`src/source/icache_pkg.sv`:
```
`default_nettype none

package icache_pkg;

    // cache geometry, two ways of 4 KiB
    localparam int unsigned WAY_NUM      = 2;
    localparam int unsigned SET_NUM      = 128;
    localparam int unsigned LINE_WORDS   = 8;
    localparam int unsigned PAIR_NUM     = SET_NUM * LINE_WORDS / 2;

    // address split: tag 31:12, set 11:5, pair 4:3
    localparam int unsigned INDEX_W      = $clog2(SET_NUM);
    localparam int unsigned PAIR_IDX_W   = $clog2(PAIR_NUM);
    localparam int unsigned TAG_W        = 32 - 12;

    // bus length of an uncached fetch
    localparam int unsigned UNCACHED_LEN = 2;

    typedef struct packed {
        logic [TAG_W-1:0] tag;
        logic             valid;
    } tag_entry_t;

    // element 0 holds the lower address
    typedef logic [1:0][31:0] inst_pair_t;

    typedef logic [WAY_NUM-1:0] way_mask_t;

endpackage

`default_nettype wire

```
`src/source/tag_write_if.sv`:
```
`timescale 1ns/1ns
`default_nettype none

interface tag_write_if;
    import icache_pkg::*;

    logic               req;
    logic [INDEX_W-1:0] index;
    way_mask_t          ways;
    tag_entry_t         entry;
    logic               gnt;

    modport writer  (output req, output index, output ways, output entry, input gnt);
    modport arbiter (input req, input index, input ways, input entry, output gnt);
    // req doubles as the write strobe at the tag array
    modport port    (input req, input index, input ways, input entry, output gnt);

endinterface

`default_nettype wire

```
`src/source/tag_write_arbiter.sv`:
```
`timescale 1ns/1ns
`default_nettype none

module tag_write_arbiter (
    tag_write_if.arbiter refill_wr,
    tag_write_if.arbiter maint_wr,
    tag_write_if.writer  tag_port
);

    logic refill_sel;

    // refill always wins
    assign refill_sel = refill_wr.req;

    assign tag_port.req   = refill_wr.req || maint_wr.req;
    assign tag_port.index = refill_sel ? refill_wr.index : maint_wr.index;
    assign tag_port.ways  = refill_sel ? refill_wr.ways : maint_wr.ways;
    assign tag_port.entry = refill_sel ? refill_wr.entry : maint_wr.entry;

    // grant only the winner, and only once the tag port takes it
    assign refill_wr.gnt = refill_sel && tag_port.gnt;
    assign maint_wr.gnt  = !refill_sel && maint_wr.req && tag_port.gnt;

endmodule

`default_nettype wire

```
`src/flat_wrapper.sv`:
```
// flat-port wrapper written by rule: the top's interface ports become plain ports
module tag_write_arbiter_flat 
  (refill_wr_req, refill_wr_index, refill_wr_ways, refill_wr_entry, refill_wr_gnt, maint_wr_req, maint_wr_index, maint_wr_ways, maint_wr_entry, maint_wr_gnt, tag_port_req, tag_port_index, tag_port_ways, tag_port_entry, tag_port_gnt);
  tag_write_if refill_wr_i ();
  tag_write_if maint_wr_i ();
  tag_write_if tag_port_i ();
  input wire logic [$bits(refill_wr_i.req)-1:0] refill_wr_req;
  input wire logic [$bits(refill_wr_i.index)-1:0] refill_wr_index;
  input wire logic [$bits(refill_wr_i.ways)-1:0] refill_wr_ways;
  input wire logic [$bits(refill_wr_i.entry)-1:0] refill_wr_entry;
  output wire logic [$bits(refill_wr_i.gnt)-1:0] refill_wr_gnt;
  input wire logic [$bits(maint_wr_i.req)-1:0] maint_wr_req;
  input wire logic [$bits(maint_wr_i.index)-1:0] maint_wr_index;
  input wire logic [$bits(maint_wr_i.ways)-1:0] maint_wr_ways;
  input wire logic [$bits(maint_wr_i.entry)-1:0] maint_wr_entry;
  output wire logic [$bits(maint_wr_i.gnt)-1:0] maint_wr_gnt;
  output wire logic [$bits(tag_port_i.req)-1:0] tag_port_req;
  output wire logic [$bits(tag_port_i.index)-1:0] tag_port_index;
  output wire logic [$bits(tag_port_i.ways)-1:0] tag_port_ways;
  output wire logic [$bits(tag_port_i.entry)-1:0] tag_port_entry;
  input wire logic [$bits(tag_port_i.gnt)-1:0] tag_port_gnt;
  assign refill_wr_i.req = refill_wr_req;
  assign refill_wr_i.index = refill_wr_index;
  assign refill_wr_i.ways = refill_wr_ways;
  assign refill_wr_i.entry = refill_wr_entry;
  assign refill_wr_gnt = refill_wr_i.gnt;
  assign maint_wr_i.req = maint_wr_req;
  assign maint_wr_i.index = maint_wr_index;
  assign maint_wr_i.ways = maint_wr_ways;
  assign maint_wr_i.entry = maint_wr_entry;
  assign maint_wr_gnt = maint_wr_i.gnt;
  assign tag_port_req = tag_port_i.req;
  assign tag_port_index = tag_port_i.index;
  assign tag_port_ways = tag_port_i.ways;
  assign tag_port_entry = tag_port_i.entry;
  assign tag_port_i.gnt = tag_port_gnt;
  tag_write_arbiter u_core (.refill_wr(refill_wr_i), .maint_wr(maint_wr_i), .tag_port(tag_port_i));
endmodule
```
`config.mk`:
```
export PLATFORM = sky130hd
export DESIGN_NAME = tag_write_arbiter_flat
export DESIGN_NICKNAME = d
export VERILOG_FILES = /design/src/source/icache_pkg.sv /design/src/source/tag_write_if.sv /design/src/source/tag_write_arbiter.sv /design/src/flat_wrapper.sv
export SDC_FILE = /design/constraint.sdc
export NUM_CORES = 1
export LEC_CHECK = 0
export BUFFER_PORTS_ARGS = -buffer_cell sky130_fd_sc_hd__buf_2
export CORE_MARGIN = 1
export CORE_UTILIZATION = 30
export DETAILED_ROUTE_END_ITERATION = 8
export GPL_TIMING_DRIVEN = 0
export PLACE_DENSITY = 0.89
export REMOVE_ABC_BUFFERS = 1
export SLEW_MARGIN = 5
export SYNTH_ARGS = -nofsm -noshare
export SYNTH_HDL_FRONTEND = slang
export SYNTH_SLANG_ARGS = --single-unit
```
`constraint.sdc`:
```
create_clock -name vclk -period 2
set_input_delay 0.3 -clock vclk [all_inputs]
set_output_delay 0.3 -clock vclk [all_outputs]
set_load 0.02 [all_outputs]
```
**Word-level counts from Yosys, hierarchy flattened**

Cells that the tools add are included.
W data, S select, Z words.

- Register bits after elaboration: 0
- Input port bits: 63
- Output and inout port bits: 33
- Logic and storage cells: 8

- Multiplexer cells: 3
- Reductions and logical operators: 5

Operators by type and width:

| operator | number |
|---|---|
| $mux W21 | 1 |
| $mux W7 | 1 |
| $logic_and A1 B1 Y1 | 3 |
| $mux W2 | 1 |
| $logic_not A1 Y1 | 1 |
| $logic_or A1 B1 Y1 | 1 |

**Logic depth before layout (Yosys ltp)**

- Depth in word-level cells: 3
- Depth in mapped cells: 3
- Mapped depth without buffers: 1

**Worst setup path before layout**

Ideal clock, no wire load.

- Kind: input-to-output
- Start point: input refill_wr_req
- End point: output tag_port_req
- Arrival time: 0.906 ns
- Data required time: 1.700 ns
- Setup slack: 0.794 ns
- Stages: 3
- Buffers on the path: 2
- Cells stage by stage: buf_6 -> buf_8 -> or2_2

- Longest elaborated chain between the ends: 1

RTL lines:

| item | line | source |
|---|---|---|
| start: declaration | flat_wrapper.sv:7 | `input wire logic [$bits(refill_wr_i.req)-1:0] refill_wr_req;` |
| $logic_or A1 B1 Y1 | tag_write_arbiter.sv:15 | `assign tag_port.req = refill_wr.req \|\| maint_wr.req;` |
| end: declaration | flat_wrapper.sv:17 | `output wire logic [$bits(tag_port_i.req)-1:0] tag_port_req;` |

No other way between the ends.

**Worst setup path in the final report**

- Start point: input refill_wr_req
- End point: output tag_port_index[5]

- Longest elaborated chain between the ends: 1

RTL lines:

| item | line | source |
|---|---|---|
| $mux W7 | tag_write_arbiter.sv:16 | `assign tag_port.index = refill_sel ? refill_wr.index : maint_wr.index;` |
| end: declaration | flat_wrapper.sv:18 | `output wire logic [$bits(tag_port_i.index)-1:0] tag_port_index;` |

No other way between the ends.

==> summary.md <==
| Metric | Value |
|---|---|
| Max Cap Violations | 0 |
| Hold crit path type | in -> out |
| # DRC | 5 |
| Hold Path Cell Cnt | 3 |
| Vias in the first global route | 533 |
| Layout cells sized above 1 | between 90% and 100% |
| Combinational fraction of design power | 100.0% |
| Crit Path Category | in -> out |
| Worst slew pin tran | slightly below 0.9 ns |
| ANT cells | 0 |
| Num sequential | 0 |
| Total setup buffers inserted after CTS | 0 |
| Congestion Overflow GR | 0 |
| Switching Fraction | 45.8% |
| Total GRT Usage | 12.3% |
| 1st-iter DRT viols | 7 |
| Startpoint types | input port |
| Worst Setup End Kind | output port |
| Minimum clock period | roughly 1.9 ns |
| Setup_tns | 0 ns |
| DR vias | around 650 |
| Violated checks | DRC |
| Routability congestion estimate | a little under 0.7 |
| Setup violators final | 0 |
| WL final | ~1500 µm |
| Routed vias/inst | 4.46 |
| Initial Util | roughly a third |
| Arr. time, crit path | about 1.6 ns |
| Slew Viols, Final | 0 |
| Die area | 1930 µm² |
| Post-Syn Area | 527 µm² |
| Register area | 0 µm² |
| Pre-CTS setup slack | about 0.13 ns |
| Register area share after synthesis | 0% |
| Detailed-route wire length per cell | 10.5 µm |
| VDD IR-drop max | 0.192 mV |
| Commonest non-fill, non-tap cells in the layout | buf_2, mux2_4, mux2_2 |
| Sequential power share | 0% |
| Sw power | 0.124 mW |
| Most common cell after layout, fill and taps aside | buf_2 |
| Core area | between 1500 and 2000 µm² |
| Yosys cell types | 8 |
| PortBufs | 96 |
| RSZ-0062 raised after global routing | no |
| WP data required | around 1.7 ns |
| Initial antenna violation count | 0 |
| PnR worst setup slack | 0.148 ns |
| Fmax | around 540 MHz |
| Status | finished, violations left |
| Internal power | around 0.15 mW |
| Io pins | 96 |
| Yosys top cell area share | about three quarters |
| Antenna Violating Nets Remaining | 0 |
| Largest net degree at the start of global routing | 34 |
| Area Growth Syn to Fin | 82.4% |
| Ys Warns | 0 |
| Relative slew slack | ~40% |
| Standard-cell rows | 14 |
| Post-CTS Resized | 0 |
| Leading area contributor after synthesis | mux2_4 |
| Pleak | approximately 0.62 nW |
| Post-CTS Hold Buffers | 0 |
| # nets final | approximately 190 |
| Cell count after synthesis | 37 |
| First-pass GRT wire length | ~1900 µm |
| Final hold viol count | 0 |
| Total power per unit cell area | 282 nW/µm² |
| Clock share of power | 0% |
| Crit-path max FO | 33 |
| Chip width | 43.9 µm |
| CLK BUF | 0 |
| Mapped Avg Cell Area | between 10 and 15 µm² |
| Drt first pass iters | 7 |
| Die Ht | 43.9 µm |
| Part of the cycle the worst path needs | ~90% |
| Top post-synthesis cells by area | mux2_4, buf_12, mux2_2 |
[layout make-up]
type / count / area [µm²]
multi-input cells: 33 / 460
repair buffers: 96 / 480
fillers: 144 / 616
well taps: 16 / 20.0
[stage by stage]
step | std cells | util [%] | instance area (µm²) | hold slack [ns] | power (mW)
after global routing | 145 | 61.0 | 961 | 0.929 | 0.286
final | 145 | 61.0 | 961 | 0.910 | 0.271
after CTS | 145 | 61.0 | 961 | 0.913 | 0.273
after floorplan | 33 | - | 460 | 0.740 | 0.152
after global placement | 145 | 61.0 | 961 | 0.907 | 0.267
after detailed placement | 145 | 61.0 | 961 | 0.913 | 0.273
[worst max-delay path, cell delays in order]
cell and delay (ns):
buf_2 0.68, mux2_2 0.41, buf_2 0.16
[logic make-up after synthesis]
logic type / Yosys count / synth area share (%)
simple gates: 3 / 4.04
mux: 30 / 83.4
buf+inv: 4 / 12.6
[final timing paths]
kind	startpoint	to	slack [ns]
setup / recovery	refill_wr_req	tag_port_index[5]	0.15
hold / removal	maint_wr_req	tag_port_req	0.91
[power groups by stage]
| stage | combinational (mW) | sequential, mW | clock (mW) |
|---|---|---|---|
| finish | 0.271 | 0 | 0 |
| global route | 0.286 | 0 | 0 |
| CTS | 0.273 | 0 | 0 |
| detailed placement | 0.273 | 0 | 0 |
| global placement | 0.267 | 0 | 0 |
| floorplan | 0.152 | 0 | 0 |
[synthesized netlist by cell type]
| master | number |
|---|---|
| mux2_4 | 27 |
| mux2_2 | 3 |
| buf_12 | 2 |
| and2_1 | 1 |
| and3b_1 | 1 |
| buf_6 | 1 |
| buf_8 | 1 |
| or2_2 | 1 |
[per-layer routing]
layer  track usage [%]  vias up  wire (µm)
met3              1.67        0        186
li1                  -      322          -
met4                 0        0          0
met1              11.6      271        477
met2              28.1       53        857
met5                 0        -          0
Note: power is estimated with default switching activity, not from simulation.
