**src/source/icache_pkg.sv**
```systemverilog
`default_nettype none

package icache_pkg;

    // cache geometry, two ways of 4 KiB
    localparam int unsigned WAY_NUM      = 2;
    localparam int unsigned SET_NUM      = 128;
    localparam int unsigned LINE_WORDS   = 8;
    localparam int unsigned PAIR_NUM     = SET_NUM * LINE_WORDS / 2;

    // address split: tag 31:12, set 11:5, pair 4:3
    localparam int unsigned INDEX_W      = $clog2(SET_NUM);
    localparam int unsigned PAIR_IDX_W   = $clog2(PAIR_NUM);
    localparam int unsigned TAG_W        = 32 - 12;

    // bus length of an uncached fetch
    localparam int unsigned UNCACHED_LEN = 2;

    typedef struct packed {
        logic [TAG_W-1:0] tag;
        logic             valid;
    } tag_entry_t;

    // element 0 holds the lower address
    typedef logic [1:0][31:0] inst_pair_t;

    typedef logic [WAY_NUM-1:0] way_mask_t;

endpackage

`default_nettype wire

```
**src/source/tag_write_if.sv**
```systemverilog
`timescale 1ns/1ns
`default_nettype none

interface tag_write_if;
    import icache_pkg::*;

    logic               req;
    logic [INDEX_W-1:0] index;
    way_mask_t          ways;
    tag_entry_t         entry;
    logic               gnt;

    modport writer  (output req, output index, output ways, output entry, input gnt);
    modport arbiter (input req, input index, input ways, input entry, output gnt);
    // req doubles as the write strobe at the tag array
    modport port    (input req, input index, input ways, input entry, output gnt);

endinterface

`default_nettype wire

```
**src/source/cache_maintenance.sv**
```systemverilog
`timescale 1ns/1ns
`default_nettype none

module cache_maintenance (
    input  wire                clk,
    input  wire                rst_n,
    input  wire                cacop_valid_i,
    input  wire  [1:0]         cacop_op_i,
    input  wire  [31:0]        cacop_addr_i,
    tag_write_if.writer        tag_wr,
    output logic               cacop_done_o
);
    import icache_pkg::*;

    logic               busy_q;
    logic               done_q;
    way_mask_t          mask_q;
    logic [INDEX_W-1:0] index_q;
    way_mask_t          op_mask;
    logic               accept;

    // op 0/1 pick one way by addr bit 0, op 2 both, op 3 none
    always_comb begin
        case (cacop_op_i)
            2'd0, 2'd1: op_mask = cacop_addr_i[0] ? way_mask_t'(2'b10) : way_mask_t'(2'b01);
            2'd2:       op_mask = '1;
            default:    op_mask = '0;
        endcase
    end

    assign accept = cacop_valid_i && !busy_q && !done_q;

    always_ff @(posedge clk) begin
        if (!rst_n) begin
            busy_q <= 1'b0;
            done_q <= 1'b0;
        end else if (accept) begin
            busy_q <= |op_mask;
            done_q <= ~|op_mask;
        end else if (busy_q && tag_wr.gnt) begin
            busy_q <= 1'b0;
            done_q <= 1'b1;
        end else begin
            done_q <= 1'b0;
        end
    end

    always_ff @(posedge clk) begin
        if (accept) begin
            mask_q  <= op_mask;
            index_q <= cacop_addr_i[11:5];
        end
    end

    // invalidate writes an all-zero entry
    assign tag_wr.req   = busy_q;
    assign tag_wr.index = index_q;
    assign tag_wr.ways  = mask_q;
    assign tag_wr.entry = '0;

    assign cacop_done_o = done_q;

endmodule

`default_nettype wire

```
**src/flat_wrapper.sv**
```systemverilog
// flat-port wrapper written by rule: the top's interface ports become plain ports
module cache_maintenance_flat import icache_pkg::*;
  (clk, rst_n, cacop_valid_i, cacop_op_i, cacop_addr_i, cacop_done_o, tag_wr_req, tag_wr_index, tag_wr_ways, tag_wr_entry, tag_wr_gnt);
  tag_write_if tag_wr_i ();
  input  wire clk;
  input  wire rst_n;
  input  wire cacop_valid_i;
  input  wire  [1:0] cacop_op_i;
  input  wire  [31:0] cacop_addr_i;
  output logic cacop_done_o;
  output wire logic [$bits(tag_wr_i.req)-1:0] tag_wr_req;
  output wire logic [$bits(tag_wr_i.index)-1:0] tag_wr_index;
  output wire logic [$bits(tag_wr_i.ways)-1:0] tag_wr_ways;
  output wire logic [$bits(tag_wr_i.entry)-1:0] tag_wr_entry;
  input wire logic [$bits(tag_wr_i.gnt)-1:0] tag_wr_gnt;
  assign tag_wr_req = tag_wr_i.req;
  assign tag_wr_index = tag_wr_i.index;
  assign tag_wr_ways = tag_wr_i.ways;
  assign tag_wr_entry = tag_wr_i.entry;
  assign tag_wr_i.gnt = tag_wr_gnt;
  cache_maintenance u_core (.clk(clk), .rst_n(rst_n), .cacop_valid_i(cacop_valid_i), .cacop_op_i(cacop_op_i), .cacop_addr_i(cacop_addr_i), .tag_wr(tag_wr_i), .cacop_done_o(cacop_done_o));
endmodule
```
**config.mk**
```make
export PLATFORM = sky130hd
export DESIGN_NAME = cache_maintenance_flat
export DESIGN_NICKNAME = d
export VERILOG_FILES = /design/src/source/icache_pkg.sv /design/src/source/tag_write_if.sv /design/src/source/cache_maintenance.sv /design/src/flat_wrapper.sv
export SDC_FILE = /design/constraint.sdc
export NUM_CORES = 1
export LEC_CHECK = 0
export BUFFER_PORTS_ARGS = -buffer_cell sky130_fd_sc_hd__buf_2
export CAP_MARGIN = 5
export CORE_MARGIN = 4
export CORE_UTILIZATION = 30
export DETAILED_ROUTE_END_ITERATION = 10
export PLACE_DENSITY_LB_ADDON = 0.08
export SLEW_MARGIN = 20
export SYNTH_ARGS = -nofsm -noshare
export SYNTH_HDL_FRONTEND = slang
export SYNTH_SLANG_ARGS = --single-unit
```
**constraint.sdc**
```tcl
create_clock -name clk -period 1.35 [get_ports clk]
set_clock_uncertainty 0.1 [all_clocks]
set_input_delay 0.27 -clock clk [delete_from_list [all_inputs] [get_ports clk]]
set_output_delay 0.27 -clock clk [all_outputs]
set_load 0.03 [all_outputs]
```
### After elaboration in Yosys (flattened, before gate mapping)

Cells that the tools add are included.

* register bits: 11
* latch bits: 0
* RAM bits: 0
* memory bits (read-only): 0
* bits of input ports: 38
* output and inout bits: 32
* word-level logic and storage cells: 22
* memories: 0

* add/sub/neg operators: 0
* multipliers: 0
* divide/modulo/power cells: 0
* magnitude comparators: 0
* equality and inequality tests: 2
* shifts and indexed selects: 0
* muxes and demuxes: 6
* bitwise operators: 0
* reductions and logical operators: 10

Operator list (count)
* $mux W1: 4
* $pmux W2 S2: 1
* $reduce_or A2 Y1: 2
* $logic_and A1 B1 Y1: 3
* $logic_not A1 Y1: 3
* $eq A2 B1 Y1 const B: 1
* $eq A2 B2 Y1 const B: 1
* $logic_not A2 Y1: 1
* $mux W2: 1
* $reduce_bool A2 Y1: 1

### Logic depth before layout (Yosys ltp)

Gate-level depths: netlist of run 1.

* word-level depth: 6
* gate-level depth with buffers: 2
* depth with buffers taken out: 2

### Worst setup path before layout of run 1

No wires, ideal clock.

* path type: register to register
* start: register u_core.busy_q (netlist: u_core.tag_wr.req)
* end: register u_core.index_q[0] (netlist: u_core.tag_wr.index[0]), enable pin
* setup time: 360 ps
* arrival: 866 ps
* required time: 890 ps
* setup slack: 24 ps
* cell stages (with the launch flop): 2
* path buffers: 0
* period minus slack after synthesis: 1326 ps
* cell sequence: dfxtp_1 nor3b_4

* longest elaborated chain between the ends: 3

Ends and longest elaborated chain
* from (decl): line cache_maintenance.sv:15 `logic busy_q;`
* from (signal assigned): line cache_maintenance.sv:38 `busy_q <= |op_mask;`
* $logic_not A1 Y1: line cache_maintenance.sv:31 `assign accept = cacop_valid_i && !busy_q && !done_q;`
* $logic_and A1 B1 Y1 (2 in series): line cache_maintenance.sv:31
* via u_core.accept: line cache_maintenance.sv:20 `logic accept;`
* to (signal assigned): line cache_maintenance.sv:51 `index_q <= cacop_addr_i[11:5];`
* to (decl): line cache_maintenance.sv:18 `logic [INDEX_W-1:0] index_q;`

The timed path passes the listed nets, and every way through them passes these cells.
A chain may end at the register's enable or synchronous reset.

### Worst setup path after layout of run 1

* start: register u_core.busy_q (netlist: u_core.tag_wr.req)
* end: output tag_wr_req

RTL lines
* to (decl): line flat_wrapper.sv:11 `output wire logic [$bits(tag_wr_i.req)-1:0] tag_wr_req;`

No word-level cell between the ends.

==> qor.tcl, run 1 <==
set qor(tritoncts) {done}
set qor(wirelength_um) 879
set qor(worst_hold_path.num_cells) 1
set qor(first_global_vias) 259
set qor(cp_cell_sequence) {buf_2}
set qor(path_class) {reg2out}
set qor(port-buffer-count) 24
set qor(routed_len_inst_um) 9.25
set qor(cts.repair.resized) 0
set qor(cell_internal_pwr_uw) 559
set qor(detailroute.via_count) 336
set qor(crit_fanout) 4
set qor(rsz_0062_raised_after_global_routing) {no}
set qor(synth.mux.area_fraction_pct) 1.83
set qor(clk_pin_slew_ps) 60
set qor(drive_above_1_share_pct) 44.3
set qor(critPathArrivalTime_ps) 910
set qor(post_synth_fa_ha_maj_area_fraction_pct) 0
set qor(design.core.area_mm2) 0.00173
set qor(ys_top_cells_by_count) {21 x buf_4, 9 x edfxtp_1, 2 x dfxtp_1}
set qor(r2r_cells) 2
set qor(final_min_period_over_clock_period_pct) 94.5
set qor(final_net_count) 109
set qor(highest_delay_cell_along_the_critical_path) {dfxtp_1}
set qor(drt-pass1-iter-count) 3
set qor(synth.largest_area_cell) {edfxtp_1}
set qor(cp.depth) 1
set qor(place.gp.congestion) 0.566
set qor(power.density_cell_area_mw_per_mm2) 1250
set qor(synth_async_sr_flop_share_pct) 0
set qor(postLayoutCellArea_um2) 657
set qor(globalRouteOverflowTotal) 0
set qor(flip_flop_cell_with_the_highest_count_after_synthesis) {edfxtp_1}
set qor(post_synth_and_or_nand_nor_area_fraction_pct) 7.09
set qor(drt-initial-drc-count) 4
set qor(post_cts.repair.setup_buffers) 0
set qor(required_time_of_the_critical_path_ps) 980
set qor(distinct_cell_type_count_of_the_synthesized_netlist) 12
set qor(drtAntennaViolNets) 0
set qor(share_clk_of_total_power_pct) 25.7
set qor(cts_buffer_depth) 2
set qor(synth.top_cells.by_area) {edfxtp_1 49%, buf_4 29%, dfxtp_1 7.3%}
set qor(placementRows) 15
set qor(report.final.setup_viol) 0
set qor(detailedPlacementHpwl_um) 726
set qor(final_worst_slack_ps) 73.9
set qor(clock.fmax_mhz) 784
set qor(slew_violations) 0
set qor(timing.critical_path.slowest_cell_delay_ps) 410
set qor(pre_cts_slack_ps) 203
set qor(syn-cell-area_um2) 547
set qor(ys_seq_area_share_pct) 56.8
set qor(synth_enable_flop_cells) 9
set qor(grt_max_degree) 9
set qor(fill_cells) 200
set qor(xor_and_xnor_area_share_after_synthesis_pct) 0
set qor(diodes) 0
set qor(die-area_mm2) 0.00257
set qor(power.share.combinational_pct) 25.0
set qor(yosysTopAreaCellShare_pct) 49.4
set qor(die_y_um) 50.7
set qor(timing.critical_path.max_delay_family) {flip-flops}
set qor(cts_made_buffers) 3
set qor(yosys_register_bits) 11
set qor(power_switching_uw) 265
set qor(drt_drc_violations_left) 0
set qor(htree_levels) 1
set qor(post_cts_hold_buffer_count) 0
set qor(drt-vias-per-instance) 3.54
set qor(synth.most_common_cell) {buf_4}
set qor(ir_drop_worst_case_vdd_mv) 0.396
set qor(dpl_cell_area_um2) 631
set qor(final_period_minus_worst_setup_slack_ps) 1280
set qor(chipWidth_um) 50.7
set qor(number_of_antenna_violations_at_the_first_check_in_global_routing) 0
set qor(largest_family_of_logic_cells_by_synthesized_area) {buffers and inverters}
set qor(power.share.sequential_pct) 49.2
set qor(final.hold.worst_slack_ps) 83.8
set qor(overall_routing_resource_usage_pct) 6.29
set qor(cp_num_buf_inv) 1
set qor(post_synth_inst_count) 41
set qor(fin_tns_setup_ps) 0
set qor(power_leakage_nw) 0.325
set qor(setup.worst_path.start_class) {flop}
set qor(yosysWarnings) 0
set qor(max_cap_viol_count) 0
set qor(synth.avg_cell_area_um2) 13.3
set qor(outcome) {finished clean}
set qor(grt_pass1_wl_mm) 1.12
set qor(power.share.switching_pct) 32.2
set qor(finalHoldViolCount) 0
set qor(synth_compound_area_share_pct) 4.81
set qor(hp-class) {in2reg}
set qor(clock-root-buffer) {clkbuf_4}
set qor(design.portCount) 70
set qor(initial_utilization_pct) 31.7
set qor(worstSkewPairLatency_ps) 260
set qor(timing.critical_path.to_type) {output port}
set qor(flow.area_growth_from_synthesis_pct) 20.1
set qor(cts_sinks) 11
-- kinds of logic (layout without fill, tap and decap cells) --
| logic type | Yosys count | after routing |
|---|---|---|
| buffers and inverters | 21 | 30 |
| flip-flops | 11 | 11 |
| AND/OR/NAND/NOR | 4 | 4 |
| AO/OA/AOI/OAI | 3 | 3 |
| other | 1 | 21 |
| multiplexers | 1 | 1 |
-- cell usage in the layout, fill, tap and decap left out --
cell       n
nand2_1    1
nor3b_4    1
buf_2     24
a31o_1     1
buf_4      2
o21a_1     1
conb_1    21
a32o_1     1
and3_1     1
mux2i_1    1
dfxtp_1    2
and3b_2    1
edfxtp_1   9
clkbuf_4   3
clkbuf_1   1
-- per-layer routing --
layer,share of wire [%],up-vias,track usage (%),routed length (µm)
li1,-,157,-,-
met1,40,147,7.90,351
met2,42,30,7.61,373
met3,16,2,1.48,138
met4,1.7,0,8.07,15
met5,0,-,0,0
-- area by class of cell --
type | count | area (µm²) | area share (%)
clock buffers | 4 | 26.3 | 4.00
multi-input cells | 29 | 154 | 23.4
repair buffers | 26 | 135 | 20.6
well taps | 25 | 31.3 | 4.76
flip-flops and latches | 11 | 310 | 47.2
-- registers in the layout (all words and copies together) (netlist names) --
name	cells
u_core.tag_wr.req	1
u_core.tag_wr.ways	2
u_core.tag_wr.index	7
u_core.cacop_done_o	1
-- worst paths after layout --
check | startpoint | endpoint | slack (ps)
worst max-delay path | u_core.tag_wr.req | tag_wr_req | 70
worst min-delay path | cacop_addr_i[9] | u_core.tag_wr.index[4] | 80
worst max register to register | u_core.tag_wr.req | u_core.tag_wr.index[2] | 200
worst min register to register | u_core.tag_wr.req | u_core.cacop_done_o | 520
-- power by group through the flow --
stage / Combinational, mW / Clock (mW) / Sequential [mW]
2_1_floorplan: 0.146 / 0 / 0.465
3_3_place_gp: 0.206 / 0 / 0.413
3_5_place_dp: 0.206 / 0 / 0.414
4_1_cts: 0.206 / 0.225 / 0.406
5_1_grt: 0.217 / 0.235 / 0.408
6_report: 0.206 / 0.212 / 0.406
-- metrics by stage --
step | power [mW] | utilization, % | instances
2_1_floorplan | 0.610 | - | 61
4_1_cts | 0.837 | 38.0 | 95
6_report | 0.824 | 38.0 | 95
3_3_place_gp | 0.618 | 36.5 | 91
3_5_place_dp | 0.619 | 36.5 | 91
5_1_grt | 0.860 | 38.0 | 95
No activity file was read; power rests on OpenSTA's default activity.
==> inputs of run 2 (changes only) <==
Settings changed: GPL_TIMING_DRIVEN from default to 0.
==> run 2 against run 1 <==
Effect of this change: setup slack got worse by 12 ps; maximum frequency fell by 0.92%; power rose by 5.2%; worst hold slack improved by 1.6 ps; clock-buffer cell count did not move; highest routed layer unchanged.
==> qor.tcl, run 2 (synthesis results as in run 1) <==
set qor(outcome) {finished clean}
set qor(placementRows) 15
set qor(final_period_minus_worst_setup_slack_ps) 1290
set qor(die-area_mm2) 0.00257
set qor(power.share.combinational_pct) 29.2
set qor(final-seq-area_um2) 310
set qor(port-buffer-count) 24
set qor(die_y_um) 50.7
set qor(footprint_of_the_multi_input_gates_um2) 154
set qor(final_min_period_over_clock_period_pct) 95.4
set qor(chipWidth_um) 50.7
set qor(postLayoutCellArea_um2) 815
set qor(diodes) 0
set qor(detailedPlacementHpwl_um) 789
set qor(htree_levels) 1
set qor(final_common_cell) {buf_2}
set qor(wirelength_um) 931
set qor(flow.area_growth_from_synthesis_pct) 49.0
set qor(first_global_vias) 327
set qor(cts.repair.resized) 0
set qor(cts_sinks) 11
set qor(layout.cells.most_common_list) {24 x buf_2, 23 x buf_4, 21 x conb_1}
set qor(drt_drc_violations_left) 0
set qor(fill_cells) 181
set qor(drt-vias-per-instance) 3.33
set qor(highest_delay_cell_along_the_critical_path) {dfxtp_1}
set qor(required_time_of_the_critical_path_ps) 980
set qor(critPathArrivalTime_ps) 920
set qor(drt-initial-drc-count) 1
set qor(drt-pass1-iter-count) 2
set qor(cell_internal_pwr_uw) 599
set qor(dpl_cell_area_um2) 773
set qor(fin_tns_setup_ps) 0
set qor(share_clk_of_total_power_pct) 23.9
set qor(clock-root-buffer) {clkbuf_4}
set qor(final_net_count) 130
set qor(overall_routing_resource_usage_pct) 6.97
set qor(path_class) {reg2out}
set qor(power_leakage_nw) 0.440
set qor(power.share.switching_pct) 30.8
set qor(ir_drop_worst_case_vdd_mv) 0.355
set qor(crit_fanout) 4
set qor(cp_cell_sequence) {buf_2}
set qor(placed_cells) 110
set qor(cts_buffer_depth) 2
set qor(cts_made_buffers) 3
set qor(routed_len_inst_um) 8.03
set qor(totalPowerFinal_uw) 866
set qor(power_switching_uw) 267
set qor(final_worst_slack_ps) 62.0
set qor(max_cap_viol_count) 0
set qor(globalRouteOverflowTotal) 0
set qor(slew_violations) 0
set qor(finalHoldViolCount) 0
set qor(design.core.area_mm2) 0.00173
set qor(report.final.setup_viol) 0
set qor(setup.worst_path.start_class) {flop}
set qor(largest_register_ffs) 7
set qor(pre_cts_slack_ps) 25.4
set qor(grt_max_degree) 12
set qor(rsz_0062_raised_after_global_routing) {no}
set qor(worstSkewPairLatency_ps) 260
set qor(design.portCount) 70
set qor(drive_above_1_share_pct) 57.1
set qor(timing.critical_path.slowest_cell_delay_ps) 420
set qor(initial_utilization_pct) 31.7
set qor(place.gp.congestion) 0.675
set qor(cp_num_buf_inv) 1
set qor(number_of_antenna_violations_at_the_first_check_in_global_routing) 0
set qor(power.density_cell_area_mw_per_mm2) 1060
set qor(timing.critical_path.max_delay_family) {flip-flops}
set qor(clock.fmax_mhz) 776
set qor(detailroute.via_count) 386
set qor(power.share.sequential_pct) 46.8
set qor(hp-class) {in2reg}
set qor(timing.critical_path.to_type) {output port}
set qor(clk_pin_slew_ps) 60
set qor(tritoncts) {done}
set qor(grt_pass1_wl_mm) 1.29
set qor(drtAntennaViolNets) 0
set qor(final_cell_count_no_fill) 116
==> run 2: cell count changes in the layout (fill, tap and decap cells not counted), sizes merged <==
cell / delta
buf: +21
==> run 2: timing repair <==
| action | CTS | global route |
|---|---|---|
| buffers inserted | 0 | 2 |
| endpoints found under the setup margin | 0 | 9 |
| hold endpoints to repair | 0 | 0 |
| hold buffers | 0 | 0 |
==> run 2: area by class of cell <==
class	count	area share, %
tap	25	3.84
timing repair buffer	26	16.6
sequential	11	38.1
buffer	21	19.4
clock buffer	4	3.23
multi-input combinational	29	18.9
==> run 2: layer usage <==
layer,vias up,track usage (%),share of wire [%]
met5,-,0,0
met4,0,6.73,1.4
met3,2,2.97,14
met2,30,10.0,44
met1,153,7.54,40
li1,201,-,-
==> run 2: power by group through the flow <==
stage / logic [mW] / clock network, mW / registers (mW)
2_1_floorplan: 0.146 / 0 / 0.465
3_3_place_gp: 0.243 / 0 / 0.413
3_5_place_dp: 0.244 / 0 / 0.413
4_1_cts: 0.244 / 0.221 / 0.406
5_1_grt: 0.267 / 0.240 / 0.408
6_report: 0.253 / 0.207 / 0.406
==> run 2: worst paths after layout <==
kind | startpoint | endpoint | slack [ps] | depth (start not counted)
setup / recovery | u_core.tag_wr.req | tag_wr_req | 60 | 1
setup reg to reg | u_core.tag_wr.req | u_core.tag_wr.index[1] | 240 | 2
hold reg to reg | u_core.tag_wr.req | u_core.cacop_done_o | 530 | 1
hold / removal | cacop_addr_i[8] | u_core.tag_wr.index[3] | 90 | 1
==> run 2: per-stage QoR <==
stage | utilization (%) | hold slack, ps
final | 47.2 | 85.5
after global routing | 47.2 | 64.9
after CTS | 46.3 | 74.6
after detailed placement | 44.8 | 348
after global placement | 44.8 | 347
after floorplan | - | 269
