## src/source/icache_pkg.sv

```systemverilog
`default_nettype none

package icache_pkg;

    // cache geometry, two ways of 4 KiB
    localparam int unsigned WAY_NUM      = 2;
    localparam int unsigned SET_NUM      = 128;
    localparam int unsigned LINE_WORDS   = 8;
    localparam int unsigned PAIR_NUM     = SET_NUM * LINE_WORDS / 2;

    // address split: tag 31:12, set 11:5, pair 4:3
    localparam int unsigned INDEX_W      = $clog2(SET_NUM);
    localparam int unsigned PAIR_IDX_W   = $clog2(PAIR_NUM);
    localparam int unsigned TAG_W        = 32 - 12;

    // bus length of an uncached fetch
    localparam int unsigned UNCACHED_LEN = 2;

    typedef struct packed {
        logic [TAG_W-1:0] tag;
        logic             valid;
    } tag_entry_t;

    // element 0 holds the lower address
    typedef logic [1:0][31:0] inst_pair_t;

    typedef logic [WAY_NUM-1:0] way_mask_t;

endpackage

`default_nettype wire

```

## src/source/tag_write_if.sv

```systemverilog
`timescale 1ns/1ns
`default_nettype none

interface tag_write_if;
    import icache_pkg::*;

    logic               req;
    logic [INDEX_W-1:0] index;
    way_mask_t          ways;
    tag_entry_t         entry;
    logic               gnt;

    modport writer  (output req, output index, output ways, output entry, input gnt);
    modport arbiter (input req, input index, input ways, input entry, output gnt);
    // req doubles as the write strobe at the tag array
    modport port    (input req, input index, input ways, input entry, output gnt);

endinterface

`default_nettype wire

```

## src/source/refill_engine.sv

```systemverilog
`timescale 1ns/1ns
`default_nettype none

module refill_engine (
    input  wire                                 clk,
    input  wire                                 rst_n,
    input  wire                                 start_i,
    input  wire  [31:0]                         start_pc_i,
    input  wire                                 uncached_i,
    output logic                                mem_req_o,
    output logic [31:0]                         mem_addr_o,
    output logic [7:0]                          mem_len_o,
    input  wire                                 mem_ack_i,
    input  wire                                 mem_rvalid_i,
    input  wire  [31:0]                         mem_rdata_i,
    tag_write_if.writer                         tag_wr,
    output icache_pkg::way_mask_t               data_wen_o,
    output logic [icache_pkg::PAIR_IDX_W-1:0]   data_widx_o,
    output icache_pkg::inst_pair_t              data_wdata_o,
    output logic                                busy_o,
    output logic                                done_o,
    output icache_pkg::inst_pair_t              pair_o
);
    import icache_pkg::*;

    typedef enum logic [1:0] {
        S_IDLE,
        S_REQ,
        S_STREAM,
        S_TAG
    } state_t;

    state_t             state_q;
    logic [31:0]        pc_q;
    logic               unc_q;
    logic [2:0]         word_cnt_q;
    logic [31:0]        low_word_q;
    inst_pair_t         pair_q;
    logic [SET_NUM-1:0] victim_q;
    logic               done_q;
    logic [INDEX_W-1:0] set_idx;
    way_mask_t          victim_mask;
    inst_pair_t         beat_pair;
    logic               pair_beat;
    logic               last_beat;
    logic               want_pair;

    assign set_idx     = pc_q[11:5];
    assign victim_mask = victim_q[set_idx] ? way_mask_t'(2'b10) : way_mask_t'(2'b01);

    // odd beat completes a pair with the buffered even word
    assign beat_pair = {mem_rdata_i, low_word_q};
    assign pair_beat = (state_q == S_STREAM) && mem_rvalid_i && word_cnt_q[0];
    assign last_beat = (state_q == S_STREAM) && mem_rvalid_i
                    && (word_cnt_q == 3'(unc_q ? UNCACHED_LEN - 1 : LINE_WORDS - 1));
    assign want_pair = unc_q || (word_cnt_q[2:1] == pc_q[4:3]);

    assign mem_req_o  = (state_q == S_REQ);
    assign mem_addr_o = unc_q ? {pc_q[31:3], 3'b000} : {pc_q[31:5], 5'b00000};
    assign mem_len_o  = unc_q ? 8'(UNCACHED_LEN) : 8'(LINE_WORDS);

    // uncached bursts never touch the arrays
    assign data_wen_o   = (pair_beat && !unc_q) ? victim_mask : '0;
    assign data_widx_o  = {set_idx, word_cnt_q[2:1]};
    assign data_wdata_o = beat_pair;

    assign tag_wr.req   = (state_q == S_TAG);
    assign tag_wr.index = set_idx;
    assign tag_wr.ways  = victim_mask;
    assign tag_wr.entry = '{tag: pc_q[31:12], valid: 1'b1};

    // still busy in the done cycle so the same miss is not restarted
    assign busy_o = (state_q != S_IDLE) || done_q;
    assign done_o = done_q;
    assign pair_o = pair_q;

    always_ff @(posedge clk) begin
        if (!rst_n) begin
            state_q    <= S_IDLE;
            word_cnt_q <= '0;
            victim_q   <= '0;
            done_q     <= 1'b0;
        end else begin
            done_q <= 1'b0;
            case (state_q)
                S_IDLE: begin
                    if (start_i) begin
                        state_q <= S_REQ;
                    end
                end
                S_REQ: begin
                    if (mem_ack_i) begin
                        state_q    <= S_STREAM;
                        word_cnt_q <= '0;
                    end
                end
                S_STREAM: begin
                    if (mem_rvalid_i) begin
                        word_cnt_q <= word_cnt_q + 3'd1;
                    end
                    if (last_beat && unc_q) begin
                        state_q <= S_IDLE;
                        done_q  <= 1'b1;
                    end else if (last_beat) begin
                        state_q <= S_TAG;
                    end
                end
                S_TAG: begin
                    if (tag_wr.gnt) begin
                        // next miss in this set takes the other way
                        victim_q[set_idx] <= !victim_q[set_idx];
                        state_q           <= S_IDLE;
                        done_q            <= 1'b1;
                    end
                end
                default: begin
                    state_q <= S_IDLE;
                end
            endcase
        end
    end

    always_ff @(posedge clk) begin
        if (state_q == S_IDLE && start_i) begin
            pc_q  <= start_pc_i;
            unc_q <= uncached_i;
        end
        if (state_q == S_STREAM && mem_rvalid_i && !word_cnt_q[0]) begin
            low_word_q <= mem_rdata_i;
        end
        // keep the pair the requester asked for
        if (pair_beat && want_pair) begin
            pair_q <= beat_pair;
        end
    end

endmodule

`default_nettype wire

```

## src/flat_wrapper.sv

```systemverilog
// flat-port wrapper written by rule: the top's interface ports become plain ports
module refill_engine_flat import icache_pkg::*;
  (clk, rst_n, start_i, start_pc_i, uncached_i, mem_req_o, mem_addr_o, mem_len_o, mem_ack_i, mem_rvalid_i, mem_rdata_i, data_wen_o, data_widx_o, data_wdata_o, busy_o, done_o, pair_o, tag_wr_req, tag_wr_index, tag_wr_ways, tag_wr_entry, tag_wr_gnt);
  tag_write_if tag_wr_i ();
  input  wire clk;
  input  wire rst_n;
  input  wire start_i;
  input  wire  [31:0] start_pc_i;
  input  wire uncached_i;
  output logic mem_req_o;
  output logic [31:0] mem_addr_o;
  output logic [7:0] mem_len_o;
  input  wire mem_ack_i;
  input  wire mem_rvalid_i;
  input  wire  [31:0] mem_rdata_i;
  output icache_pkg::way_mask_t data_wen_o;
  output logic [icache_pkg::PAIR_IDX_W-1:0] data_widx_o;
  output icache_pkg::inst_pair_t data_wdata_o;
  output logic busy_o;
  output logic done_o;
  output icache_pkg::inst_pair_t pair_o;
  output wire logic [$bits(tag_wr_i.req)-1:0] tag_wr_req;
  output wire logic [$bits(tag_wr_i.index)-1:0] tag_wr_index;
  output wire logic [$bits(tag_wr_i.ways)-1:0] tag_wr_ways;
  output wire logic [$bits(tag_wr_i.entry)-1:0] tag_wr_entry;
  input wire logic [$bits(tag_wr_i.gnt)-1:0] tag_wr_gnt;
  assign tag_wr_req = tag_wr_i.req;
  assign tag_wr_index = tag_wr_i.index;
  assign tag_wr_ways = tag_wr_i.ways;
  assign tag_wr_entry = tag_wr_i.entry;
  assign tag_wr_i.gnt = tag_wr_gnt;
  refill_engine u_core (.clk(clk), .rst_n(rst_n), .start_i(start_i), .start_pc_i(start_pc_i), .uncached_i(uncached_i), .mem_req_o(mem_req_o), .mem_addr_o(mem_addr_o), .mem_len_o(mem_len_o), .mem_ack_i(mem_ack_i), .mem_rvalid_i(mem_rvalid_i), .mem_rdata_i(mem_rdata_i), .tag_wr(tag_wr_i), .data_wen_o(data_wen_o), .data_widx_o(data_widx_o), .data_wdata_o(data_wdata_o), .busy_o(busy_o), .done_o(done_o), .pair_o(pair_o));
endmodule
```

## config.mk

```make
export PLATFORM = sky130hd
export DESIGN_NAME = refill_engine_flat
export DESIGN_NICKNAME = d
export VERILOG_FILES = /design/src/source/icache_pkg.sv /design/src/source/tag_write_if.sv /design/src/source/refill_engine.sv /design/src/flat_wrapper.sv
export SDC_FILE = /design/constraint.sdc
export NUM_CORES = 1
export LEC_CHECK = 0
export BUFFER_PORTS_ARGS = -buffer_cell sky130_fd_sc_hd__buf_2
export CAP_MARGIN = 10
export CORE_ASPECT_RATIO = 0.7
export CORE_UTILIZATION = 58
export DETAILED_ROUTE_END_ITERATION = 8
export PLACE_DENSITY = 0.86
export SLEW_MARGIN = 10
export SYNTH_ARGS = -nofsm -noshare
export SYNTH_HDL_FRONTEND = slang
export SYNTH_SLANG_ARGS = --single-unit
```

## constraint.sdc

```tcl
create_clock -name clk -period 10 [get_ports clk]
set_clock_uncertainty 0.1 [all_clocks]
set_input_delay 2.5 -clock clk [delete_from_list [all_inputs] [get_ports clk]]
set_output_delay 2.5 -clock clk [all_outputs]
set_load 0.02 [all_outputs]
```

==> Word level (Yosys, flattened, before mapping) <==
Index checks and enable logic that the tools add are counted.
{ "word_totals": {"ff_bits": 263, "in_bits": 71, "elab_cells": 64} }
{ "op_classes": {"n_addsub": 1, "order_cmp": 2, "eq_ne": 10, "muxes": 22, "n_reduce_logical": 20} }
{ "ops": {"columns": ["op", "count"], "rows": [
  ["$bwmux 128", 1],
  ["$mux 2", 7],
  ["$logic_and 1x1->1", 9],
  ["$mux 3", 3],
  ["$lt 7x8->1 const B", 1],
  ["$pmux 2 s4", 1],
  ["$bmux 1 s7", 1],
  ["$demux 1 s7", 1],
  ["$ge 7x1->1 const B", 1],
  ["$pmux 3 s2", 1],
  ["$mux 5", 1],
  ["$eq 2x2->1 const B", 2],
  ["$mux 1", 4],
  ["$mux 4", 1],
  ["$ne 2x1->1 const B", 2],
  ["$ne 2x2->1 const B", 2],
  ["$reduce_and 4->1", 1],
  ["$reduce_bool 2->1", 2],
  ["$add 3x1->3 const B", 1],
  ["$eq 3x3->1", 1],
  ["$logic_not 1->1", 3],
  ["$ne 3x2->1 const B", 1],
  ["$reduce_and 3->1", 1],
  ["$eq 2x1->1 const B", 1],
  ["other kinds (5)", 6]
]} }

==> Logic depth before layout (Yosys ltp) <==
Gate-level depths: netlist of the first run.
{ "logic_depth": {"ltp_word": 6, "depth_mapped": 10} }

==> Worst setup path before layout of the first run <==
OpenSTA, ideal clock, no wires.
{ "synth_timing": {"path_kind": "input to output", "from": "input port mem_rvalid_i", "to": "output port data_wen_o[0]", "arrival_time_ns": 3.571, "setup_slack_ns": 3.829, "stages": 4, "path_buffers": 0, "cell_sequence": "and3_1 and2_1 nand2_1 nor4_1"} }
{ "synth_between": {"elab_chain_len": 4} }
{ "synth_rtl": {"columns": ["element", "line", "text"], "rows": [
  ["start, declared", "flat_wrapper.sv:14", "input wire mem_rvalid_i;"],
  ["$logic_and 1x1->1 (2 in series)", "refill_engine.sv:53", "assign pair_beat = (state_q == S_STREAM) && mem_rvalid_i && word_cnt_q[0];"],
  ["$logic_and 1x1->1", "refill_engine.sv:63", "assign data_wen_o = (pair_beat && !unc_q) ? victim_mask : '0;"],
  ["$mux 2", "refill_engine.sv:63", null],
  ["end, declared", "flat_wrapper.sv:16", "output icache_pkg::way_mask_t data_wen_o;"]
]} }
No other way between the ends.

==> Worst setup path after layout of the first run <==
{ "layout_timing": {"from": "register u_core.pc_q[5]", "to": "output port data_wen_o[1]"} }
{ "layout_between": {"elab_chain_len": 4} }
{ "layout_rtl": {"columns": ["element", "line", "text"], "rows": [
  ["start, declared", "refill_engine.sv:34", "logic [31:0] pc_q;"],
  ["start signal, assigned", "refill_engine.sv:125", "pc_q <= start_pc_i;"],
  ["$bmux 1 s7", "refill_engine.sv:49", "assign victim_mask = victim_q[set_idx] ? way_mask_t'(2'b10) : way_mask_t'(2'b01);"],
  ["$mux 1 (implied by the code)", "refill_engine.sv:49", null],
  ["$mux 2", "refill_engine.sv:49", null],
  ["$mux 2", "refill_engine.sv:63", null]
]} }
No other way between the ends. The select of a mux whose other input is x is not followed.

==> reports/qor.yml, run 1 <==
timing:
  timing.slew.headroom_pct: 20.64
  period_share_pct: 69.06
  finalHoldViolCount: 0
  rsz0062_at_grt: "no"
  totalNegativeSetupSlack_ns: 0
  report.final.slew_viol_count: 0
  setup_viol: 0
  fmax_ghz: 0.1448
  fin_crit_ns: 6.906
  tightest_slew_ns: 1.181
power:
  clkPwrFrac_pct: 40.5
  p_leak_nw: 4.977
  seq_power_share_pct: 49.8
  p_comb_share_pct: 9.7
  swShare_pct: 25.06
  vdd_ir_drop_max_mv: 0.1267
  switching_power_w: 0.0005754
  power_density_mw_per_mm2: 174.3
  internal-power_w: 0.001720
clocking:
  clk_path_buf_depth: 3
  postCtsSetupBuffers: 0
  clock-sinks: 260
  cts_hold_buf: 0
  cts-root-buf: "clkbuf_16"
  clk_pin_slew_ns: 0.06
  htreeDepth: 1
  ctsResizeCount: 0
  clk-insertion-delay-late_ns: 0.52
  cts_tree: "yes"
  cts_buffers: 25
finish:
  layout.nets: 1162
  multiInputGateArea_mm2: 0.004065
  final_layout_size_suffix_gt1_share_pct: 36.25
  antennaDiodeCount: 0
  fill_cells: 1516
  final-seq-area_mm2: 0.006466
  syn2layout_area_growth_pct: 12.51
  final_area_mm2: 0.01317
detailed_routing:
  finalWirelength_mm: 29.08
  vias: 8639
  routed_via_density: 6.265
  drtAntennaViolNets: 0
  post_drt_wl_per_cell_um: 21.08
  drtPass1Iterations: 6
  drc_errors: 0
  first_iter_violations: 1214
global_route:
  gr-total-overflow: 0
  grt_antenna_before_repair: 1
  first_global_vias: 7813
  grt_use_met1_pct: 38.59
  use_met2_pct: 42.76
  grt_pass1_wl_mm: 43.88
  grt_max_degree: 101
  grtUsageMet3_pct: 5.088
  grt_usage_pct: 27.15
  top_usage_layer: "met2"
floorplan:
  boundaryPins: 284
  die_w_um: 171.8
  die_height_um: 120.9
  core-area_mm2: 0.01980
  start_util_pct: 59.13
  rows: 43
  die_area_mm2: 0.02077
logic_synthesis:
  synthArstFlopShare_pct: 0
  ys_seq_area_share_pct: 55.23
  synth_area_mm2: 0.01171
  syn_inst: 969
  yosysUniqueCellTypes: 50
  ys_ff_latch: 260
  synth_flop_cell: "dfxtp_1"
  syn_area_per_cell_um2: 12.08
  synth_warnings: 0
  synth_edf_count: 126
hold_path:
  holdCritStartpoint: "u_core.low_word_q[22]"
  hold_end: "u_core.pair_o[22]"
  hold_depth: 0
  hp-class: "register to register"
setup_path:
  slowest_delay_ns: 0.91
  worst_path_max_delay_cell: "nor2b_1"
  cp_max_fo: 41
  r2r_start: "u_core.pc_q[5]"
  cp_data_required_time_ns: 7.40
  crit_arrival_ns: 4.31
  r2r-end: "u_core.victim_q[81]"
  cp_cell_sequence: "buf_4 -> nor2b_1 -> a221oi_1 -> o22ai_1 -> o211ai_1 -> a21oi_2 -> buf_4 -> o311a_1 -> buf_2"
  crit_type: "register to primary output"
  r2r_cells: 8
  cp_common_cell: "buf_4"
  critical_path.endpoint_type: "primary output"
  r2r_slack_ns: 6.19
  startpoint_type: "register"
place:
  routabilityCongestion: 0.8484
  dpl.hpwl_mm: 18.34
  place_area_mm2: 0.01237
  port_buffers: 270
flow_run:
  cap_violations: 0
outcome:
  status: "complete, no violations"
==> area by class of cell <==
class | instances | share of cell area, %
clock inverters | 13 | 0.9024
multi-input cells | 507 | 30.86
inverters | 13 | 0.3799
flip-flops and latches | 260 | 49.09
repair buffers | 283 | 11.00
well taps | 270 | 2.565
clock buffers | 33 | 5.205
==> power by group through the flow <==
stage	logic [W]	clock network (W)	registers [W]
2_1_floorplan	0.000181	0	0.00117
3_3_place_gp	0.000216	0	0.00117
3_5_place_dp	0.000219	0	0.00117
4_1_cts	0.000220	0.000942	0.00114
5_1_grt	0.000237	0.000982	0.00114
6_report	0.000223	0.000930	0.00114
==> routing by layer <==
layer	up-vias	part of all wire, %
met3	61	8.7
met5	-	0.028
met4	2	2.5
li1	3907	-
met2	468	47
met1	4201	42
==> cell usage after synthesis (all sizes together) (3+ instances only) <==
cell,count,area share (%)
a311oi,32,2.4
dfxtp,134,23
nand2,38,1.2
xnor2,3,0.22
clkbuf,64,2.1
or2,3,0.16
nand2b,6,0.32
a21oi,39,1.7
o211ai,58,3.7
a221oi,19,1.4
o41ai,89,10
and3,5,0.27
nor3,9,0.38
mux2i,9,0.77
inv,13,0.42
mux4,14,2.7
nand3,20,0.96
nor2,27,0.87
o31ai,8,0.51
o21ai,33,1.4
buf,133,8.1
o22ai,7,0.37
and2,39,2.1
nor2b,7,0.37
nand4,6,0.32
a31oi,4,0.21
edfxtp,126,32
==> stage by stage <==
step / utilization (%) / setup slack (ns) / total power [W] / hold WS [ns] / instances
2_1_floorplan: - / 3.829 / 0.001347 / 0.3403 / 977
3_3_place_gp: 62.47 / 3.755 / 0.001381 / 0.3228 / 1333
3_5_place_dp: 62.47 / 3.682 / 0.001385 / 0.3281 / 1333
4_1_cts: 66.53 / 3.230 / 0.002305 / 0.3428 / 1379
5_1_grt: 66.53 / 2.980 / 0.002364 / 0.3488 / 1379
6_report: 66.53 / 3.094 / 0.002296 / 0.3413 / 1379
==> state kept, by name (all words and copies together) (netlist names) <==
name / flops
u_core.pair_o: 64
u_core.state_q: 2
u_core.pc_q: 29
u_core.unc_q: 1
u_core.low_word_q: 32
u_core.done_o: 1
u_core.word_cnt_q: 3
u_core.victim_q: 128
==> layout by cell type (no fill, tap or decap), types with 4 or more instances in the layout <==
| cell | synthesis | final |
|---|---|---|
| nand2b_1 | 6 | 6 |
| conb_1 | 2 | 10 |
| a221oi_1 | 19 | 19 |
| a311oi_1 | 32 | 32 |
| edfxtp_1 | 126 | 126 |
| buf_4 | 113 | 13 |
| nand2_1 | 38 | 38 |
| and3_1 | 5 | 5 |
| mux4_2 | 14 | 14 |
| clkbuf_1 | 64 | 5 |
| dfxtp_1 | 134 | 134 |
| nor2_1 | 27 | 26 |
| nor3_1 | 9 | 9 |
| clkinv_2 | 0 | 6 |
| o22ai_1 | 7 | 5 |
| nand4_1 | 6 | 6 |
| clkbuf_16 | 0 | 25 |
| nand3_1 | 19 | 19 |
| a21oi_1 | 38 | 38 |
| and2_1 | 39 | 39 |
| a31oi_1 | 4 | 4 |
| nor2b_1 | 7 | 6 |
| o21ai_0 | 33 | 33 |
| buf_2 | 17 | 270 |
| o31ai_1 | 8 | 8 |
| inv_1 | 12 | 12 |
| o211ai_1 | 58 | 58 |
| mux2i_1 | 9 | 9 |
| o41ai_2 | 52 | 52 |
| o41ai_1 | 37 | 37 |
==> cell families (layout without fill, tap and decap cells) <==
family                     count (synthesis)  count (layout)  synth area share [%]
muxes                                     24              24                 3.559
AOI/OAI and AO/OA                        305             305                 23.10
other                                      2              10               0.06415
buffers and inverters                    210             342                 10.54
xor gates and xnor gates                   3               3                0.2245
DFF                                      260             260                 55.23
and+or+nand+nor                          164             164                 7.182
adders and majority gates                  1               1                0.1069
==> critical path, delay by kind of cell (launching register included) <==
| family | cells | cell delay [ns] |
|---|---|---|
| AOI/OAI and AO/OA | 5 | 1.46 |
| buffers and inverters | 3 | 1.04 |
| DFF | 1 | 0.33 |
| and+or+nand+nor | 1 | 0.91 |
==> worst max path at each step <==
stage,startpoint,endpoint,slack (ns),cells past startpoint
2_1_floorplan,mem_rvalid_i,data_wen_o[0],3.83,4
3_3_place_gp,mem_rvalid_i,data_wen_o[0],3.76,6
3_5_place_dp,mem_rvalid_i,data_wen_o[0],3.68,6
4_1_cts,u_core.pc_q[5],data_wen_o[1],3.23,9
5_1_grt,u_core.pc_q[6],data_wen_o[1],2.98,9
6_report,u_core.pc_q[5],data_wen_o[1],3.09,9
No activity file was read; power rests on OpenSTA's default activity.
==> inputs of run 2 (changes only) <==
- CORE_UTILIZATION: 58 -> 54
- PLACE_DENSITY: 0.86 -> 0.8
- clock period: 10 -> 7.1 ns (I/O delays scaled with it)
==> reports/qor.yml, run 2 (same netlist as run 1, synthesis figures left out) <==
global_route:
  gr-total-overflow: 0  # unchanged
  grt_antenna_before_repair: 0  # was 1
  grt_max_degree: 100  # was 101
  first_global_vias: 7841  # was 7813
  grt_usage_pct: 25.02  # was 27.15%
  grt_pass1_wl_mm: 43.77  # was 43.88 mm
setup_path:
  cp.depth: 9  # unchanged
  cp_data_required_time_ns: 5.22  # was 7.40 ns
  cp_common_cell: "buf_4"  # unchanged
  crit_arrival_ns: 4.38  # was 4.31 ns
  cp_cell_sequence: "buf_4 -> nor2b_1 -> a221oi_1 -> a41oi_1 -> o221ai_1 -> a21oi_2 -> buf_4 -> o311a_1 -> buf_2"  # was buf_4 -> nor2b_1 -> a221oi_1 -> o22ai_1 -> o211ai_1 -> a21oi_2 -> buf_4 -> o311a_1 -> buf_2
  r2r_cells: 7  # was 8
  crit_type: "register to primary output"  # unchanged
  slowest_delay_ns: 1.07  # was 0.91 ns
  startpoint_type: "register"  # unchanged
  cpLargestDelayFamily: "compound AO/OA/AOI/OAI gates"  # unchanged
  worst_path_max_delay_cell: "edfxtp_1"  # was nor2b_1
  critPathBufInv: 3  # unchanged
  cp_max_fo: 23  # was 41
  critical_path.endpoint_type: "primary output"  # unchanged
finish:
  stdcell_count: 1387  # was 1379
  fill_cells: 1662  # was 1516
  final_layout_size_suffix_gt1_share_pct: 36.36  # was 36.25%
  antennaDiodeCount: 0  # unchanged
  layout_common_cells: "buf_2 (270), dfxtp_1 (134), edfxtp_1 (126), o211ai_1 (58), o41ai_2 (52)"  # unchanged
  mostFrequentLayoutCell: "buf_2"  # unchanged
  layout.nets: 1165  # was 1162
  largest_reg_flops: 128  # unchanged
  top_register: "u_core.victim_q"  # unchanged
  syn2layout_area_growth_pct: 13.41  # was 12.51%
hold_path:
  hp-class: "register to register"  # unchanged
  hold_depth: 0  # unchanged
clocking:
  cts-root-buf: "clkbuf_16"  # unchanged
  ctsResizeCount: 0  # unchanged
  clk_path_buf_depth: 3  # unchanged
  clk-insertion-delay-late_ns: 0.52  # about the same
  postCtsSetupBuffers: 0  # unchanged
  cts_tree: "yes"  # unchanged
  cts_hold_buf: 0  # unchanged
  htreeDepth: 1  # unchanged
  clock-sinks: 260  # unchanged
  clk_pin_slew_ns: 0.06  # about the same
  cts_buffers: 25  # unchanged
flow_run:
  cap_violations: 0  # unchanged
detailed_routing:
  drc_errors: 0  # unchanged
  drtAntennaViolNets: 0  # unchanged
  routed_via_density: 6.185  # was 6.265
  first_iter_violations: 791  # was 1214
  vias: 8579  # was 8639
  drtPass1Iterations: 5  # was 6
  finalWirelength_mm: 28.72  # was 29.08 mm
  post_drt_wl_per_cell_um: 20.70  # was 21.08 um
power:
  p_leak_nw: 5.013  # was 4.977 nW
  vdd_ir_drop_max_mv: 0.1736  # was 0.1267 mV
  power_density_mw_per_mm2: 251.9  # was 174.3 mW/mm^2
timing:
  timing.slew.headroom_pct: 24.92  # was 20.64%
  report.final.slew_viol_count: 0  # unchanged
  period_share_pct: 88.14
  fmax_ghz: 0.1598
  setup_viol: 0  # unchanged
  rsz0062_at_grt: "no"  # unchanged
  finalHoldViolCount: 0  # unchanged
  fin_crit_ns: 6.258
  totalNegativeSetupSlack_ns: 0  # unchanged
  tightest_slew_ns: 1.124  # was 1.181 ns
place:
  routabilityCongestion: 0.9147  # was 0.8484
  dpl.hpwl_mm: 18.89  # was 18.34 mm
  port_buffers: 270  # unchanged
  place_inst: 1342  # was 1333
floorplan:
  start_util_pct: 55.82  # was 59.13%
  boundaryPins: 284  # unchanged
  die_height_um: 125.2  # was 120.9 um
  core-area_mm2: 0.02098  # was 0.01980 mm^2
  die_w_um: 178.0  # was 171.8 um
  rows: 44  # was 43
  die_area_mm2: 0.02228  # was 0.02077 mm^2
outcome:
  status: "complete, no violations"  # unchanged
==> run 2: area by class of cell <==
class / count / area (um^2) / area share (%)
clock buffer: 31 / 648.1 / 4.881
clock inverter: 14 / 226.5 / 1.706
inverter: 13 / 50.05 / 0.3769
multi-input combinational: 507 / 4070 / 30.65
sequential: 260 / 6466 / 48.70
tap: 276 / 345.3 / 2.601
timing repair buffer: 286 / 1471 / 11.08
==> run 2: where the power goes <==
group	internal [W]	switching [W]	total, W
Clock	0.000866	0.000556	0.00142
Combinational	0.0000781	0.000227	0.000305
Sequential	0.00159	0.0000238	0.00162
==> run 2: worst paths after layout <==
path / from / endpoint / slack, ns
worst max register to register: u_core.pc_q[6] / u_core.victim_q[117] / 3.03
worst max-delay path: u_core.pc_q[6] / data_wen_o[1] / 0.84
worst min register to register: u_core.low_word_q[17] / u_core.pair_o[17] / 0.34
worst min-delay path: u_core.low_word_q[17] / u_core.pair_o[17] / 0.34
==> run 2: layer usage <==
metal	track usage (%)	part of all wire [%]	vias up
met5	0	0	-
met2	39.35	47	446
li1	-	-	3916
met3	5.231	9.1	30
met4	5.480	1.4	0
met1	35.58	43	4187
==> run 2: stage by stage <==
step	utilization [%]	hold slack [ns]	setup WS, ns	power [W]	instance area, um^2
after floorplan	-	0.3403	1.739	0.001897	11740
after global placement	59.11	0.3247	1.587	0.001948	12400
after detailed placement	59.11	0.3273	1.462	0.001953	12400
after CTS	63.28	0.3416	0.9353	0.003366	13270
after global routing	63.30	0.3465	0.6771	0.003456	13280
final	63.30	0.3412	0.8420	0.003345	13280
==> inputs of run 3 (changes only) <==
- CORE_UTILIZATION: 54 -> 45
- PLACE_DENSITY: 0.8 -> 0.69
- clock period: 7.1 -> 5.8 ns (I/O delays scaled with it)
==> reports/qor.yml, run 3 (same netlist as run 1, synthesis figures left out) <==
clocking:
  clock-sinks: 260  # unchanged
  ctsResizeCount: 0  # unchanged
  cts-root-buf: "clkbuf_16"  # unchanged
  clk_pin_slew_ns: 0.06  # about the same
  htreeDepth: 1  # unchanged
  postCtsSetupBuffers: 0  # unchanged
  cts_tree: "yes"  # unchanged
  clk-insertion-delay-late_ns: 0.53  # was 0.52 ns
  cts_hold_buf: 0  # unchanged
  cts_buffers: 26  # was 25
  clk_path_buf_depth: 3  # unchanged
detailed_routing:
  first_iter_violations: 819  # was 791
  finalWirelength_mm: 28.49  # was 28.72 mm
  vias: 8511  # was 8579
  drtPass1Iterations: 5  # unchanged
  routed_via_density: 5.919  # was 6.185
  post_drt_wl_per_cell_um: 19.81  # was 20.70 um
  drc_errors: 0  # unchanged
  drtAntennaViolNets: 0  # unchanged
finish:
  syn2layout_area_growth_pct: 13.85  # was 13.41%
  final_area_mm2: 0.01333  # was 0.01328 mm^2
  mostFrequentLayoutCell: "buf_2"  # unchanged
  fin_util_pct: 53.10  # was 63.30%
  antennaDiodeCount: 0  # unchanged
  final_layout_size_suffix_gt1_share_pct: 36.12  # was 36.36%
  layout.nets: 1166  # was 1165
  top_register: "u_core.victim_q"  # unchanged
  fill_cells: 2144  # was 1662
  largest_reg_flops: 128  # unchanged
  layout_common_cells: "buf_2 (270), dfxtp_1 (134), edfxtp_1 (126), o211ai_1 (58), o41ai_2 (52)"  # unchanged
timing:
  rsz0062_at_grt: "no"  # unchanged
  worst_slack_ns: 0.6078  # was 0.8420 ns
  timing.slew.headroom_pct: 11.25  # was 24.92%
  finalHoldViolCount: 0  # unchanged
  fmax_ghz: 0.1926
  fin_crit_ns: 5.192
  period_share_pct: 89.52
  setup_viol: 0  # unchanged
  tightest_slew_ns: 1.321  # was 1.124 ns
  totalNegativeSetupSlack_ns: 0  # unchanged
  report.final.slew_viol_count: 0  # unchanged
setup_path:
  crit_type: "register to primary output"  # unchanged
  crit_arrival_ns: 3.64  # was 4.38 ns
  r2r_cells: 7  # unchanged
  startpoint_type: "register"  # unchanged
  r2r-end: "u_core.victim_q[116]"  # was u_core.victim_q[117]
  worst_path_max_delay_cell: "nor2b_1"  # was edfxtp_1
  slowest_delay_ns: 0.78  # was 1.07 ns
  r2r_start: "u_core.pc_q[6]"  # unchanged
  cp_cell_sequence: "nor2b_1 -> a221oi_1 -> o22ai_1 -> nand4_1 -> a31oi_1 -> o311a_1 -> buf_2"  # was buf_4 -> nor2b_1 -> a221oi_1 -> a41oi_1 -> o221ai_1 -> a21oi_2 -> buf_4 -> o311a_1 -> buf_2
  r2r_slack_ns: 2.12  # was 3.03 ns
  critical_path.endpoint_type: "primary output"  # unchanged
  cp_data_required_time_ns: 4.25  # was 5.22 ns
  critPathLaunch: "u_core.pc_q[6]"  # unchanged
  cp_max_fo: 15  # was 23
hold_path:
  hold_end: "u_core.pair_o[0]"  # was u_core.pair_o[17]
  hold_depth: 0  # unchanged
  holdCritStartpoint: "u_core.low_word_q[0]"  # was u_core.low_word_q[17]
  hp-class: "register to register"  # unchanged
power:
  swShare_pct: 24.55  # was 24.13%
  switching_power_w: 0.0009971  # was 0.0008070 W
  p_leak_nw: 5.017  # was 5.013 nW
  p_comb_share_pct: 9.3  # was 9.1%
  clkPwrFrac_pct: 42.1  # was 42.5%
  power_density_mw_per_mm2: 304.7  # was 251.9 mW/mm^2
  vdd_ir_drop_max_mv: 0.2344  # was 0.1736 mV
  internal-power_w: 0.003065  # was 0.002538 W
  finalPower_w: 0.004062  # was 0.003345 W
  seq_power_share_pct: 48.7  # was 48.3%
floorplan:
  start_util_pct: 46.64  # was 55.82%
  die_height_um: 137.0  # was 125.2 um
  core-area_mm2: 0.02510  # was 0.02098 mm^2
  boundaryPins: 284  # unchanged
  die_w_um: 194.8  # was 178.0 um
  rows: 48  # was 44
  die_area_mm2: 0.02668  # was 0.02228 mm^2
global_route:
  grt_use_met1_pct: 30.12  # was 35.58%
  first_global_vias: 7574  # was 7841
  grt_pass1_wl_mm: 43.43  # was 43.77 mm
  grt_usage_pct: 20.47  # was 25.02%
  top_usage_layer: "met2"  # unchanged
  use_met2_pct: 30.88  # was 39.35%
  gr-total-overflow: 0  # unchanged
  grtUsageMet3_pct: 4.608  # was 5.231%
  grt_antenna_before_repair: 0  # unchanged
  grt_max_degree: 100  # unchanged
place:
  port_buffers: 270  # unchanged
  dpl.hpwl_mm: 18.67  # was 18.89 mm
  place_ws_ns: 1.235  # was 1.462 ns
  routabilityCongestion: 0.8680  # was 0.9147
  place_area_mm2: 0.01246  # was 0.01240 mm^2
flow_run:
  cap_violations: 0  # unchanged
outcome:
  status: "complete, no violations"  # unchanged
-- run 3: power groups by stage --
stage | Combinational [W] | Clock (W) | Sequential (W)
floorplan | 0.000311 | 0 | 0.00201
global placement | 0.000370 | 0 | 0.00202
detailed placement | 0.000374 | 0 | 0.00202
CTS | 0.000374 | 0.00175 | 0.00198
global route | 0.000401 | 0.00181 | 0.00198
finish | 0.000376 | 0.00171 | 0.00198
-- run 3: how the worst max path moves through the flow --
stage / end / slack, ns / depth (start not counted)
detailed placement: data_wen_o[1] / 1.23 / 7
CTS: data_wen_o[1] / 0.67 / 7
global placement: data_wen_o[1] / 1.28 / 7
finish: data_wen_o[1] / 0.61 / 7
global route: data_wen_o[1] / 0.39 / 7
floorplan: u_core.pair_o[0] / 0.76 / 3
-- run 3: worst max-delay path: cells and delay by family (launching register included) --
kind | cells | cell delay, ns
DFF | 1 | 0.64
and+or+nand+nor | 2 | 1.00
buffers and inverters | 1 | 0.16
AOI/OAI and AO/OA | 4 | 1.30
-- run 3: layer usage --
layer | share of wire [%] | vias up
li1 | - | 3919
met1 | 46 | 4160
met2 | 44 | 394
met3 | 8.7 | 38
met4 | 1.6 | 0
met5 | 0 | -
-- run 3: layout make-up --
type | instances | area, um^2 | area share (%)
inverters | 13 | 51.30 | 0.3849
clock inverters | 12 | 168.9 | 1.267
clock buffers | 35 | 694.4 | 5.210
repair buffers | 286 | 1471 | 11.04
multi-input cells | 507 | 4070 | 30.54
well taps | 325 | 406.6 | 3.051
flip-flops and latches | 260 | 6466 | 48.51
-- run 3: metrics by stage --
| step | instances | hold WS [ns] |
|---|---|---|
| after floorplan | 977 | 0.3403 |
| final | 1438 | 0.3430 |
| after CTS | 1438 | 0.3454 |
| after global placement | 1391 | 0.3281 |
| after detailed placement | 1391 | 0.3303 |
| after global routing | 1438 | 0.3506 |
